--- config.mk ---
export PLATFORM = sky130hd
export DESIGN_NAME = icache_subsys_top
export DESIGN_NICKNAME = d
export VERILOG_FILES = /design/src/icache_pkg.sv /design/src/mem_rd_if.sv /design/src/icache_core.sv /design/src/icache_refill_shim.sv /design/src/icache_subsys_top.sv /design/src/mem_rd_arbiter.sv
export SDC_FILE = /design/constraint.sdc
export NUM_CORES = 2
export LEC_CHECK = 0
export ABC_CLOCK_PERIOD_IN_PS = 38000
export BUFFER_PORTS_ARGS = -buffer_cell sky130_fd_sc_hd__buf_2
export CORE_MARGIN = 5
export CORE_UTILIZATION = 45
export DETAILED_ROUTE_END_ITERATION = 10
export GPL_TIMING_DRIVEN = 0
export PLACE_DENSITY = 0.71
export SETUP_SLACK_MARGIN = 0.3
export SYNTH_ARGS = -nofsm -noshare
export SYNTH_HDL_FRONTEND = slang
export SYNTH_HIERARCHICAL = 1
export SYNTH_SLANG_ARGS = --single-unit
--- constraint.sdc ---
create_clock -name clk_i -period 38 [get_ports clk_i]
set_clock_uncertainty 0.2 [all_clocks]
set_input_delay 7.6 -clock clk_i [delete_from_list [all_inputs] [get_ports clk_i]]
set_output_delay 7.6 -clock clk_i [all_outputs]
set_load 0.01 [all_outputs]
--- src/icache_pkg.sv ---
`default_nettype none

package icache_pkg;

  // Bus and cache geometry
  localparam int ADDR_WIDTH     = 32;
  localparam int MEM_DATA_WIDTH = 64;
  localparam int LINE_WIDTH     = 128;
  localparam int LINE_WORDS     = LINE_WIDTH / MEM_DATA_WIDTH;
  localparam int NUM_SETS       = 16;
  localparam int INSTR_WIDTH    = 32;
  localparam int ID_WIDTH       = 1;

  // Address split of a fetch
  localparam int OFFSET_WIDTH       = $clog2(LINE_WIDTH / 8);
  localparam int INDEX_WIDTH        = $clog2(NUM_SETS);
  localparam int TAG_WIDTH          = ADDR_WIDTH - INDEX_WIDTH - OFFSET_WIDTH;
  localparam int BEAT_OFFSET_WIDTH  = $clog2(MEM_DATA_WIDTH / 8);
  localparam int INSTR_OFFSET_WIDTH = $clog2(INSTR_WIDTH / 8);

  // Burst length field, beats minus one
  localparam int BLEN_WIDTH = (LINE_WORDS > 1) ? $clog2(LINE_WORDS) : 1;

  // Transaction ids on the shared read bus
  localparam logic [ID_WIDTH-1:0] ICACHE_TID = 1'b0;
  localparam logic [ID_WIDTH-1:0] DBG_TID    = 1'b1;

  // Miss request from the cache to the refill shim
  // paddr is line aligned for a refill and beat aligned for an uncached read
  typedef struct packed {
    logic [ADDR_WIDTH-1:0] paddr;
    logic                  nc;
  } icache_miss_t;

  // Returned line, beat 0 in the low bits
  typedef struct packed {
    logic [LINE_WIDTH-1:0] data;
  } icache_fill_t;

endpackage

`default_nettype wire

--- src/mem_rd_if.sv ---
`timescale 1ns/1ps
`default_nettype none

interface mem_rd_if;
  import icache_pkg::*;

  // Request side, held until gnt
  logic                      req;
  logic [ADDR_WIDTH-1:0]     addr;
  logic [BLEN_WIDTH-1:0]     blen;
  logic [ID_WIDTH-1:0]       id;
  logic                      gnt;

  // Response side, no ready
  logic                      valid;
  logic [MEM_DATA_WIDTH-1:0] data;
  logic                      last;
  logic [ID_WIDTH-1:0]       rid;

  modport requester (
    output req, addr, blen, id,
    input  gnt, valid, data, last, rid
  );

  modport arbiter (
    input  req, addr, blen, id,
    output gnt, valid, data, last, rid
  );

endinterface

`default_nettype wire

--- src/icache_core.sv ---
`timescale 1ns/1ps
`default_nettype none

module icache_core (
  input  logic                                clk_i,
  input  logic                                arst_n_i,
  input  logic                                flush_i,
  input  logic                                en_i,
  input  logic                                fetch_req_i,
  input  logic [icache_pkg::ADDR_WIDTH-1:0]   fetch_addr_i,
  input  logic                                fill_vld_i,
  input  icache_pkg::icache_fill_t            fill_i,
  input  logic                                miss_ack_i,
  output logic                                fetch_ready_o,
  output logic                                fetch_valid_o,
  output logic [icache_pkg::INSTR_WIDTH-1:0]  fetch_instr_o,
  output logic                                miss_o,
  output logic                                miss_req_o,
  output icache_pkg::icache_miss_t            miss_o_data
);
  import icache_pkg::*;

  typedef enum logic [1:0] {
    ST_IDLE,
    ST_LOOKUP,
    ST_REFILL
  } state_e;

  state_e state_q, state_d;

  logic [ADDR_WIDTH-1:0] addr_q;
  logic                  nc_q;
  logic                  alloc_q;

  // Tag and line store
  logic [NUM_SETS-1:0]   valid_q;
  logic [TAG_WIDTH-1:0]  tag_mem  [NUM_SETS];
  logic [LINE_WIDTH-1:0] line_mem [NUM_SETS];

  logic [INDEX_WIDTH-1:0]                      index;
  logic [TAG_WIDTH-1:0]                        tag;
  logic [LINE_WIDTH-1:0]                       hit_line;
  logic                                        hit;
  logic [OFFSET_WIDTH-INSTR_OFFSET_WIDTH-1:0]  line_word;
  logic [BEAT_OFFSET_WIDTH-INSTR_OFFSET_WIDTH-1:0] beat_word;

  assign index     = addr_q[OFFSET_WIDTH +: INDEX_WIDTH];
  assign tag       = addr_q[ADDR_WIDTH-1 -: TAG_WIDTH];
  assign hit_line  = line_mem[index];
  assign line_word = addr_q[OFFSET_WIDTH-1:INSTR_OFFSET_WIDTH];
  assign beat_word = addr_q[BEAT_OFFSET_WIDTH-1:INSTR_OFFSET_WIDTH];

  // A disabled cache never hits
  assign hit = en_i & valid_q[index] & (tag_mem[index] == tag);

  // Refills fetch the whole line, bypassed reads a single beat
  always_comb begin
    miss_o_data.nc = ~en_i;
    if (en_i) begin
      miss_o_data.paddr = {addr_q[ADDR_WIDTH-1:OFFSET_WIDTH], {OFFSET_WIDTH{1'b0}}};
    end else begin
      miss_o_data.paddr = {addr_q[ADDR_WIDTH-1:BEAT_OFFSET_WIDTH], {BEAT_OFFSET_WIDTH{1'b0}}};
    end
  end

  always_comb begin
    state_d       = state_q;
    fetch_ready_o = 1'b0;
    fetch_valid_o = 1'b0;
    miss_req_o    = 1'b0;
    case (state_q)
      ST_IDLE: begin
        fetch_ready_o = 1'b1;
        if (fetch_req_i) begin
          state_d = ST_LOOKUP;
        end
      end
      ST_LOOKUP: begin
        if (hit) begin
          fetch_valid_o = 1'b1;
          state_d       = ST_IDLE;
        end else begin
          miss_req_o = 1'b1;
          if (miss_ack_i) begin
            state_d = ST_REFILL;
          end
        end
      end
      ST_REFILL: begin
        if (fill_vld_i) begin
          fetch_valid_o = 1'b1;
          state_d       = ST_IDLE;
        end
      end
      default: begin
        state_d = ST_IDLE;
      end
    endcase
  end

  assign miss_o = miss_req_o & miss_ack_i;

  // Bypassed data sits in beat 0 of the returned line
  always_comb begin
    fetch_instr_o = hit_line[line_word*INSTR_WIDTH +: INSTR_WIDTH];
    if (state_q == ST_REFILL) begin
      if (nc_q) begin
        fetch_instr_o = fill_i.data[beat_word*INSTR_WIDTH +: INSTR_WIDTH];
      end else begin
        fetch_instr_o = fill_i.data[line_word*INSTR_WIDTH +: INSTR_WIDTH];
      end
    end
  end

  always_ff @(posedge clk_i or negedge arst_n_i) begin
    if (!arst_n_i) begin
      state_q <= ST_IDLE;
      valid_q <= '0;
      nc_q    <= 1'b0;
      alloc_q <= 1'b0;
    end else begin
      state_q <= state_d;
      if (miss_o) begin
        nc_q    <= ~en_i;
        alloc_q <= en_i;
      end
      if (state_q == ST_REFILL && fill_vld_i && alloc_q) begin
        valid_q[index] <= 1'b1;
      end
      // Flush wins over a refill landing in the same cycle
      if (flush_i) begin
        valid_q <= '0;
        alloc_q <= 1'b0;
      end
    end
  end

  always_ff @(posedge clk_i) begin
    if (fetch_req_i && fetch_ready_o) begin
      addr_q <= fetch_addr_i;
    end
    if (state_q == ST_REFILL && fill_vld_i && alloc_q) begin
      tag_mem[index]  <= tag;
      line_mem[index] <= fill_i.data;
    end
  end

endmodule

`default_nettype wire

--- src/icache_refill_shim.sv ---
`timescale 1ns/1ps
`default_nettype none

module icache_refill_shim (
  input  logic                     clk_i,
  input  logic                     arst_n_i,
  input  logic                     miss_req_i,
  input  icache_pkg::icache_miss_t miss_i,
  output logic                     miss_ack_o,
  output logic                     fill_vld_o,
  output icache_pkg::icache_fill_t fill_o,
  mem_rd_if.requester              bus
);
  import icache_pkg::*;

  logic                                       req_valid_d, req_valid_q;
  icache_miss_t                               req_data_d, req_data_q;
  logic                                       first_d, first_q;
  logic [LINE_WORDS-1:0][MEM_DATA_WIDTH-1:0]  rd_shift_d, rd_shift_q;
  logic                                       beat_vld;

  // Hold the request on the bus until it is granted
  assign req_valid_d = ~bus.gnt & (miss_req_i | req_valid_q);
  assign req_data_d  = miss_req_i ? miss_i : req_data_q;

  assign bus.req  = miss_req_i | req_valid_q;
  assign bus.addr = req_data_d.paddr;
  assign bus.blen = req_data_d.nc ? '0 : BLEN_WIDTH'(LINE_WORDS - 1);
  assign bus.id   = ICACHE_TID;

  // The cache expects the ack in the same cycle
  assign miss_ack_o = miss_req_i;

  assign beat_vld    = bus.valid & (bus.rid == ICACHE_TID);
  assign fill_vld_o  = beat_vld & bus.last;
  assign fill_o.data = rd_shift_d;

  // New beats enter at the top and move down toward beat 0
  always_comb begin
    first_d    = first_q;
    rd_shift_d = rd_shift_q;
    if (beat_vld) begin
      first_d    = bus.last;
      rd_shift_d = {bus.data, rd_shift_q[LINE_WORDS-1:1]};
      // Single beat transfer lands at offset 0
      if (first_q) begin
        rd_shift_d[0] = bus.data;
      end
    end
  end

  always_ff @(posedge clk_i or negedge arst_n_i) begin
    if (!arst_n_i) begin
      req_valid_q <= 1'b0;
      first_q     <= 1'b1;
    end else begin
      req_valid_q <= req_valid_d;
      first_q     <= first_d;
    end
  end

  always_ff @(posedge clk_i) begin
    req_data_q <= req_data_d;
    rd_shift_q <= rd_shift_d;
  end

endmodule

`default_nettype wire

--- src/icache_subsys_top.sv ---
`timescale 1ns/1ps
`default_nettype none

module icache_subsys_top (
  input  logic                                  clk_i,
  input  logic                                  arst_n_i,
  input  logic                                  flush_i,
  input  logic                                  en_i,
  input  logic                                  fetch_req_i,
  input  logic [icache_pkg::ADDR_WIDTH-1:0]     fetch_addr_i,
  output logic                                  fetch_ready_o,
  output logic                                  fetch_valid_o,
  output logic [icache_pkg::INSTR_WIDTH-1:0]    fetch_instr_o,
  output logic                                  miss_o,
  input  logic                                  dbg_req_i,
  input  logic [icache_pkg::ADDR_WIDTH-1:0]     dbg_addr_i,
  output logic                                  dbg_gnt_o,
  output logic                                  dbg_valid_o,
  output logic [icache_pkg::MEM_DATA_WIDTH-1:0] dbg_data_o,
  output logic                                  mem_req_o,
  output logic [icache_pkg::ADDR_WIDTH-1:0]     mem_addr_o,
  output logic [icache_pkg::BLEN_WIDTH-1:0]     mem_blen_o,
  output logic [icache_pkg::ID_WIDTH-1:0]       mem_id_o,
  input  logic                                  mem_gnt_i,
  input  logic                                  mem_valid_i,
  input  logic [icache_pkg::MEM_DATA_WIDTH-1:0] mem_data_i,
  input  logic                                  mem_last_i,
  input  logic [icache_pkg::ID_WIDTH-1:0]       mem_rid_i
);
  import icache_pkg::*;

  logic         miss_req;
  logic         miss_ack;
  icache_miss_t miss_data;
  logic         fill_vld;
  icache_fill_t fill_data;

  mem_rd_if icache_bus ();
  mem_rd_if dbg_bus ();
  mem_rd_if mem_bus ();

  icache_core i_icache_core (
    .clk_i         (clk_i),
    .arst_n_i      (arst_n_i),
    .flush_i       (flush_i),
    .en_i          (en_i),
    .fetch_req_i   (fetch_req_i),
    .fetch_addr_i  (fetch_addr_i),
    .fill_vld_i    (fill_vld),
    .fill_i        (fill_data),
    .miss_ack_i    (miss_ack),
    .fetch_ready_o (fetch_ready_o),
    .fetch_valid_o (fetch_valid_o),
    .fetch_instr_o (fetch_instr_o),
    .miss_o        (miss_o),
    .miss_req_o    (miss_req),
    .miss_o_data   (miss_data)
  );

  icache_refill_shim i_refill_shim (
    .clk_i      (clk_i),
    .arst_n_i   (arst_n_i),
    .miss_req_i (miss_req),
    .miss_i     (miss_data),
    .miss_ack_o (miss_ack),
    .fill_vld_o (fill_vld),
    .fill_o     (fill_data),
    .bus        (icache_bus.requester)
  );

  mem_rd_arbiter #(
    .ID_A (ICACHE_TID),
    .ID_B (DBG_TID)
  ) i_mem_rd_arbiter (
    .clk_i    (clk_i),
    .arst_n_i (arst_n_i),
    .req_a    (icache_bus.arbiter),
    .req_b    (dbg_bus.arbiter),
    .out      (mem_bus.requester)
  );

  // Debug port reads one beat at a time
  assign dbg_bus.req  = dbg_req_i;
  assign dbg_bus.addr = dbg_addr_i;
  assign dbg_bus.blen = '0;
  assign dbg_bus.id   = DBG_TID;
  assign dbg_gnt_o    = dbg_bus.gnt;
  assign dbg_valid_o  = dbg_bus.valid;
  assign dbg_data_o   = dbg_bus.data;

  // External read bus
  assign mem_req_o     = mem_bus.req;
  assign mem_addr_o    = mem_bus.addr;
  assign mem_blen_o    = mem_bus.blen;
  assign mem_id_o      = mem_bus.id;
  assign mem_bus.gnt   = mem_gnt_i;
  assign mem_bus.valid = mem_valid_i;
  assign mem_bus.data  = mem_data_i;
  assign mem_bus.last  = mem_last_i;
  assign mem_bus.rid   = mem_rid_i;

endmodule

`default_nettype wire

--- src/mem_rd_arbiter.sv ---
`timescale 1ns/1ps
`default_nettype none

module mem_rd_arbiter #(
  parameter logic [icache_pkg::ID_WIDTH-1:0] ID_A = icache_pkg::ICACHE_TID,
  parameter logic [icache_pkg::ID_WIDTH-1:0] ID_B = icache_pkg::DBG_TID
) (
  input  logic        clk_i,
  input  logic        arst_n_i,
  mem_rd_if.arbiter   req_a,
  mem_rd_if.arbiter   req_b,
  mem_rd_if.requester out
);

  logic last_b_q;
  logic hold_q;
  logic hold_sel_b_q;
  logic sel_b;

  // A waiting request keeps its slot so the bus request stays stable
  always_comb begin
    if (hold_q) begin
      sel_b = hold_sel_b_q;
    end else if (req_a.req && req_b.req) begin
      sel_b = ~last_b_q;
    end else begin
      sel_b = req_b.req;
    end
  end

  assign out.req  = req_a.req | req_b.req;
  assign out.addr = sel_b ? req_b.addr : req_a.addr;
  assign out.blen = sel_b ? req_b.blen : req_a.blen;
  assign out.id   = sel_b ? req_b.id : req_a.id;

  assign req_a.gnt = out.gnt & req_a.req & ~sel_b;
  assign req_b.gnt = out.gnt & req_b.req & sel_b;

  // Beats go to both sides, valid only to the owner of rid
  assign req_a.data  = out.data;
  assign req_a.last  = out.last;
  assign req_a.rid   = out.rid;
  assign req_a.valid = out.valid & (out.rid == ID_A);
  assign req_b.data  = out.data;
  assign req_b.last  = out.last;
  assign req_b.rid   = out.rid;
  assign req_b.valid = out.valid & (out.rid == ID_B);

  always_ff @(posedge clk_i or negedge arst_n_i) begin
    if (!arst_n_i) begin
      last_b_q     <= 1'b0;
      hold_q       <= 1'b0;
      hold_sel_b_q <= 1'b0;
    end else begin
      hold_q       <= out.req & ~out.gnt;
      hold_sel_b_q <= sel_b;
      if (out.req && out.gnt) begin
        last_b_q <= sel_b;
      end
    end
  end

endmodule

`default_nettype wire

# ---- Word level (Yosys, flattened, before mapping)
# Memory sizes are Yosys's and may differ from the RTL's. A register that Yosys moved wholly into a read port is not among the register bits.
# Index checks and enable logic that the tools add are counted.
dict set report op_classes {
  eq_ne 6
  bitwise_logic 21
  n_lt_le_gt_ge 2
  n_shift 3
  reduce_logical 10
  n_mux 35
}
# op count
set op_table {}
lappend op_table {{variable part select 128 x 8 -> 32 bit} 2}
lappend op_table {{2-to-1 mux 128 bit} 1}
lappend op_table {{variable part select 128 x 7 -> 32 bit} 1}
lappend op_table {{2-to-1 mux 32 bit} 3}
lappend op_table {{2-to-1 mux 64 bit} 1}
lappend op_table {{2-to-1 mux 33 bit} 1}
lappend op_table {{2-to-1 mux 16 bit} 2}
lappend op_table {{== test 24 bit} 1}
lappend op_table {{2-to-1 mux 1 bit} 16}
lappend op_table {{OR 16 bit} 1}
lappend op_table {{bitwise AND 1 bit} 12}
lappend op_table {{2-to-1 mux 4 bit} 3}
lappend op_table {{2-to-1 mux 2 bit} 4}
lappend op_table {{logical AND 1 bit} 6}
lappend op_table {{NOT 1 bit} 6}
lappend op_table {{one-hot mux 2 bit (3 select lines)} 1}
lappend op_table {{< comparator 4 x 5 -> 1 bit (second input constant)} 1}
lappend op_table {{binary-select mux 1 bit (select 4 bit)} 1}
lappend op_table {{demux 1 bit (select 4 bit)} 1}
lappend op_table {{>= comparator 4 x 1 -> 1 bit (second input constant)} 1}
lappend op_table {{nonzero test 2 bit} 2}
lappend op_table {{inequality test 3 x 1 -> 1 bit (second input constant)} 1}
lappend op_table {{AND reduction 3 bit} 1}
lappend op_table {{== test 2 x 1 -> 1 bit (second input constant)} 1}
lappend op_table {{other kinds (6)} 7}
dict set report totals {
  ram_bits 2432
  mem_count 2
  reg_bits 218
}
# memory depth word_bits read_ports rd_clocked_by_memory_dff write_ports line_no
set mem_list {}
lappend mem_list {i_icache_core.line_mem 16 128 1 1 1 icache_core.sv:38} ;# logic [LINE_WIDTH-1:0] line_mem [NUM_SETS];
lappend mem_list {i_icache_core.tag_mem 16 24 1 1 1 icache_core.sv:37} ;# logic [TAG_WIDTH-1:0] tag_mem [NUM_SETS];

# ---- Depth between registers and ports, before layout
dict set report logic_depth {
  depth_word 14
  ltp_mapped 23
  depth_no_buf 14
}

# ---- Modules after synthesis
# Netlist, hierarchy kept.
# module area_each_um2 cells_each instances
set by_module_without_submodules {}
lappend by_module_without_submodules {icache_core 96075.9 3867 1}
lappend by_module_without_submodules {icache_refill_shim 6242.2 421 1}
lappend by_module_without_submodules {mem_rd_arbiter 1621.6 186 1}
lappend by_module_without_submodules {icache_subsys_top 7.5 2 1}

# ---- Worst setup path after synthesis
# Ideal clock, no wire load.
dict set report synth_timing {
  kind {input to register}
  from {in mem_valid_i}
  to {mem i_icache_core.line_mem[0][0], enable pin}
  arrival_ns 19.235
  path_stages 8
  slack_ns 17.713
  required_ns 36.948
  path_buffers 2
  setup_ns 0.852
  cell_sequence {nor2b_1 nor2b_1 buf_2 buf_4 and2_1 nand3_1 or3_1 nor3_1}
}
dict set report synth_via {
  elab_chain_len 7
}
# element line_no
set synth_lines {}
lappend synth_lines {{start, declared} icache_subsys_top.sv:25} ;# input logic mem_valid_i,
lappend synth_lines {{bitwise AND 1 bit} mem_rd_arbiter.sv:43} ;# assign req_a.valid = out.valid & (out.rid == ID_A);
lappend synth_lines {{bitwise AND 1 bit} icache_refill_shim.sv:34} ;# assign beat_vld = bus.valid & (bus.rid == ICACHE_TID);
lappend synth_lines {{bitwise AND 1 bit} icache_refill_shim.sv:35} ;# assign fill_vld_o = beat_vld & bus.last;
lappend synth_lines {{named net fill_vld} icache_subsys_top.sv:35} ;# logic fill_vld;
lappend synth_lines {{logical AND 1 bit (2 in a row)} icache_core.sv:142} ;# if (state_q == ST_REFILL && fill_vld_i && alloc_q) begin
lappend synth_lines {{2-to-1 mux 1 bit} icache_core.sv:142}
lappend synth_lines {{2-to-1 mux 1 bit (implied by the code)} icache_core.sv:144} ;# line_mem[index] <= fill_i.data;
lappend synth_lines {{end, declared} icache_core.sv:38}
# The timed path passes the listed nets, and every way through them passes these cells.

# ---- Worst setup path after layout
dict set report layout_timing {
  from {in en_i}
  to {out mem_addr_o[18] in the netlist's numbering}
}
dict set report layout_via {
  elab_chain_len 9
  elab_cells_between_ends 10
}
# element line_no
set layout_lines {}
lappend layout_lines {{start, declared} icache_subsys_top.sv:8} ;# input logic en_i,
lappend layout_lines {{bitwise AND 1 bit (2 in a row)} icache_core.sv:54} ;# assign hit = en_i & valid_q[index] & (tag_mem[index] == tag);
lappend layout_lines {{2-to-1 mux 1 bit} icache_core.sv:79} ;# if (hit) begin
lappend layout_lines {{2-to-1 mux 1 bit} icache_core.sv:71} ;# case (state_q)
lappend layout_lines {{named net miss_req} icache_subsys_top.sv:32} ;# logic miss_req;
lappend layout_lines {{OR 1 bit} icache_refill_shim.sv:26} ;# assign bus.req = miss_req_i | req_valid_q;
lappend layout_lines {{named net icache_bus.req} mem_rd_if.sv:8} ;# logic req;
lappend layout_lines {{logical AND 1 bit} mem_rd_arbiter.sv:24} ;# end else if (req_a.req && req_b.req) begin
lappend layout_lines {{2-to-1 mux 1 bit} mem_rd_arbiter.sv:24}
lappend layout_lines {{2-to-1 mux 1 bit} mem_rd_arbiter.sv:22} ;# if (hold_q) begin
lappend layout_lines {{2-to-1 mux 32 bit} mem_rd_arbiter.sv:32} ;# assign out.addr = sel_b ? req_b.addr : req_a.addr;
lappend layout_lines {{end, declared} icache_subsys_top.sv:21} ;# output logic [icache_pkg::ADDR_WIDTH-1:0] mem_addr_o,
# The timed path passes the listed nets, and every way through them passes these cells.

==> run summary <==
WORST SETUP PATH
--------------------------------------------------------------------------------
Number of cells on the worst reg-to-reg path                                  20
Required time reported for the critical path endpoint                   30.20 ns
Arrival @ worst endpoint                                                11.28 ns
Type of the worst setup path                                           in -> out
Reg-to-reg setup timing slack                                           31.70 ns
Biggest fanout along the worst timing path                                    10
Nature of the critical path startpoint                                input port
Reg2reg end                                                         i_refill_shim/req_valid_q$_DFF_PN0_
Critical Path Sink                                                  mem_addr_o[18]
Element type at the critical path end                               primary output
CP startpoint                                                               en_i

DRT
--------------------------------------------------------------------------------
Drt first pass iters                                                           8
Routed via count divided by cell count                                     6.135
Final routed wire length divided by cell count                          32.49 um
Starting DRC count in detailed routing                                      6658
Total wire length                                                      272000 um
DR DRC count                                                                   0
Count of nets left with antenna violations after detail routing                0
Total via count after detailed routing                                     51370

DIE
--------------------------------------------------------------------------------
Num ports                                                                    274
Std-Cell Rows                                                                176
Starting density of the core                                              0.4521
Overall die area                                                    240700 sq um
Core Footprint                                                      229900 sq um
Width of the die                                                        490.6 um
Die boundary height                                                     490.6 um

CTS
--------------------------------------------------------------------------------
Worst-path clk slew                                                      0.05 ns
Clock latency on the worst-skew pair                                     0.96 ns
Root cell of the clock tree                                         sky130_fd_sc_hd__clkbuf_16
Buffer levels on the longest clock path                                        4
Count of cells resized by post-cts repair                                      0
TritonCTS clock tree                                                       built
Number of sinks handled by clock tree synthesis                             2652
Hold-fix buffer count after cts                                                0
Number of H-tree levels                                                        5
# Post-CTS Setup Buffers                                                       0
Total CTS buffers                                                            282

POWER AND IR DROP
--------------------------------------------------------------------------------
Power, Total                                                            7.967 mW
Maximum vdd ir drop                                                 0.00006108 V
Ratio of total power to cell area                                   66.09 nW/um^2
Leak Pwr                                                                39.36 nW

MIN PATH
--------------------------------------------------------------------------------
Worst min path class                                                  reg -> reg
Number of cells traversed by the worst hold path                               1

FINISH
--------------------------------------------------------------------------------
Most frequent cells in the layout                                   sky130_fd_sc_hd__edfxtp_1, sky130_fd_sc_hd__mux4_2, sky130_fd_sc_hd__buf_2
Fraction of final layout cells with drive strength greater than 1         0.4048
Fin nets                                                                    5284
Area growth from synthesis to layout                                      15.99%
Fill cell count                                                            17250
Most common cell after layout, fill and taps aside                  sky130_fd_sc_hd__edfxtp_1
Area of all placed cells without fillers                            120600 sq um
Fin cells                                                                   8374

PLACE
--------------------------------------------------------------------------------
Final weighted congestion of routability-driven global placement          0.7635
Placed inst area                                                    111700 sq um
Cell count after placement                                                  7883
Estimated wirelength of the detail-placed design                       177800 um
# port buffers                                                               205

YOSYS
--------------------------------------------------------------------------------
Post-Syn Area                                                       103900 sq um
Mapped Cells                                                                4474
Number of warnings printed during yosys synthesis                              6
Syn Area/Cell                                                        23.23 sq um

GLOBAL ROUTING
--------------------------------------------------------------------------------
Via count of the first global-routing pass                                 51800
Number of antenna violations at the first check in global routing              9
All-layer global routing usage                                            0.2237
Wire length of the first global-routing pass                           385600 um
Grt ovf                                                                        0
Largest net degree at the start of global routing                             33

FLOW RUN
--------------------------------------------------------------------------------
Number of max-cap violations                                                   2

STA
--------------------------------------------------------------------------------
Normalized max-slew margin                                             -0.004476
Final Hold Vio Count                                                           0
Time the final worst path needs with I/O delays and setup               19.08 ns
Slew at the pin with the worst max-slew slack                           1.507 ns
Setup TNS                                                                   0 ns
Number of max-slew violations in the final report                             10
Final Cycle Share                                                         0.5022
Unrepaired setup endpoints after global routing                            false
Final setup violation count                                                    0
Timing-limited maximum frequency                                       52.40 MHz
Final hold slack                                                       0.2710 ns

OUTCOME
--------------------------------------------------------------------------------
Run status                                                          finished, violations left
Violated checks                                                     max-capacitance violations, max-slew violations

-- power by group --
part / leakage (nW) / switching [mW] / internal [mW]
combinational: 11.1 / 1.06 / 0.789
sequential: 23.9 / 0.0482 / 3.43
clock: 4.31 / 1.08 / 1.55
total: 39.4 / 2.19 / 5.78
-- metrics by stage --
step	setup WS [ns]	utilization
2_1_floorplan	17.71	-
3_3_place_gp	3.057	0.4730
3_5_place_dp	18.95	0.4859
4_1_cts	18.95	0.5242
5_1_grt	18.77	0.5243
6_report	18.92	0.5244
-- sequential cells by signal (all words and copies together) (netlist names), named ones only --
register,count
i_icache_core/addr_q,30
i_icache_core/alloc_q,1
i_icache_core/line_mem,2048
i_icache_core/nc_q,1
i_icache_core/state_q,2
i_icache_core/tag_mem,384
i_icache_core/valid_q,16
i_mem_rd_arbiter/hold_q,1
i_mem_rd_arbiter/hold_sel_b_q,1
i_mem_rd_arbiter/last_b_q,1
i_refill_shim/first_q,1
i_refill_shim/rd_shift_q,128
i_refill_shim/req_data_q,32
i_refill_shim/req_valid_q,1
-- area by class of cell --
| type | count | area (sq um) | share of cell area |
|---|---|---|---|
| antenna | 4 | 10.01 | 0.00008303 |
| buffer | 395 | 2441 | 0.02025 |
| clock buffer | 370 | 7746 | 0.06426 |
| clock inverter | 115 | 1045 | 0.008666 |
| inverter | 11 | 41.29 | 0.0003425 |
| multi-input combinational | 1418 | 23720 | 0.1968 |
| sequential | 2652 | 77870 | 0.6460 |
| tap | 3026 | 3786 | 0.03141 |
| timing repair buffer | 383 | 3889 | 0.03226 |
-- worst min-delay path by stage --
stage | from | to | slack (ns)
2_1_floorplan | i_refill_shim/req_data_q[10]$_DFF_P_ | i_refill_shim/req_data_q[10]$_DFF_P_ | 0.25
3_3_place_gp | i_refill_shim/req_data_q[11]$_DFF_P_ | i_refill_shim/req_data_q[11]$_DFF_P_ | 0.26
3_5_place_dp | i_refill_shim/req_data_q[10]$_DFF_P_ | i_refill_shim/req_data_q[10]$_DFF_P_ | 0.26
4_1_cts | i_refill_shim/req_data_q[10]$_DFF_P_ | i_refill_shim/req_data_q[10]$_DFF_P_ | 0.27
5_1_grt | i_refill_shim/req_data_q[14]$_DFF_P_ | i_refill_shim/req_data_q[14]$_DFF_P_ | 0.29
6_report | i_refill_shim/req_data_q[10]$_DFF_P_ | i_refill_shim/req_data_q[10]$_DFF_P_ | 0.27
-- routing by layer --
metal / track usage / vias up / routed length, um
met2: 0.3551 / 3274 / 130100
met4: 0.07628 / 4 / 9937
met5: 0.002778 / - / 99
li1: - / 20100 / -
met3: 0.05505 / 517 / 29900
met1: 0.3058 / 27480 / 102000
-- critical path, cell delays in order --
cell and delay [ns]:
sky130_fd_sc_hd__buf_2 0.22, sky130_fd_sc_hd__o41ai_1 0.15, sky130_fd_sc_hd__nand4b_1 0.27, sky130_fd_sc_hd__nor4_1 0.29, sky130_fd_sc_hd__o2111ai_1 0.22, sky130_fd_sc_hd__nor4_4 0.59
sky130_fd_sc_hd__nand2b_1 0.21, sky130_fd_sc_hd__inv_1 0.09, sky130_fd_sc_hd__clkbuf_1 0.19, sky130_fd_sc_hd__or2_2 0.37, sky130_fd_sc_hd__a21boi_1 0.15, sky130_fd_sc_hd__mux2i_1 0.11
sky130_fd_sc_hd__buf_6 0.16, sky130_fd_sc_hd__buf_6 0.17, sky130_fd_sc_hd__mux2_4 0.31, sky130_fd_sc_hd__buf_2 0.14
No activity file was read; power rests on OpenSTA's default activity.
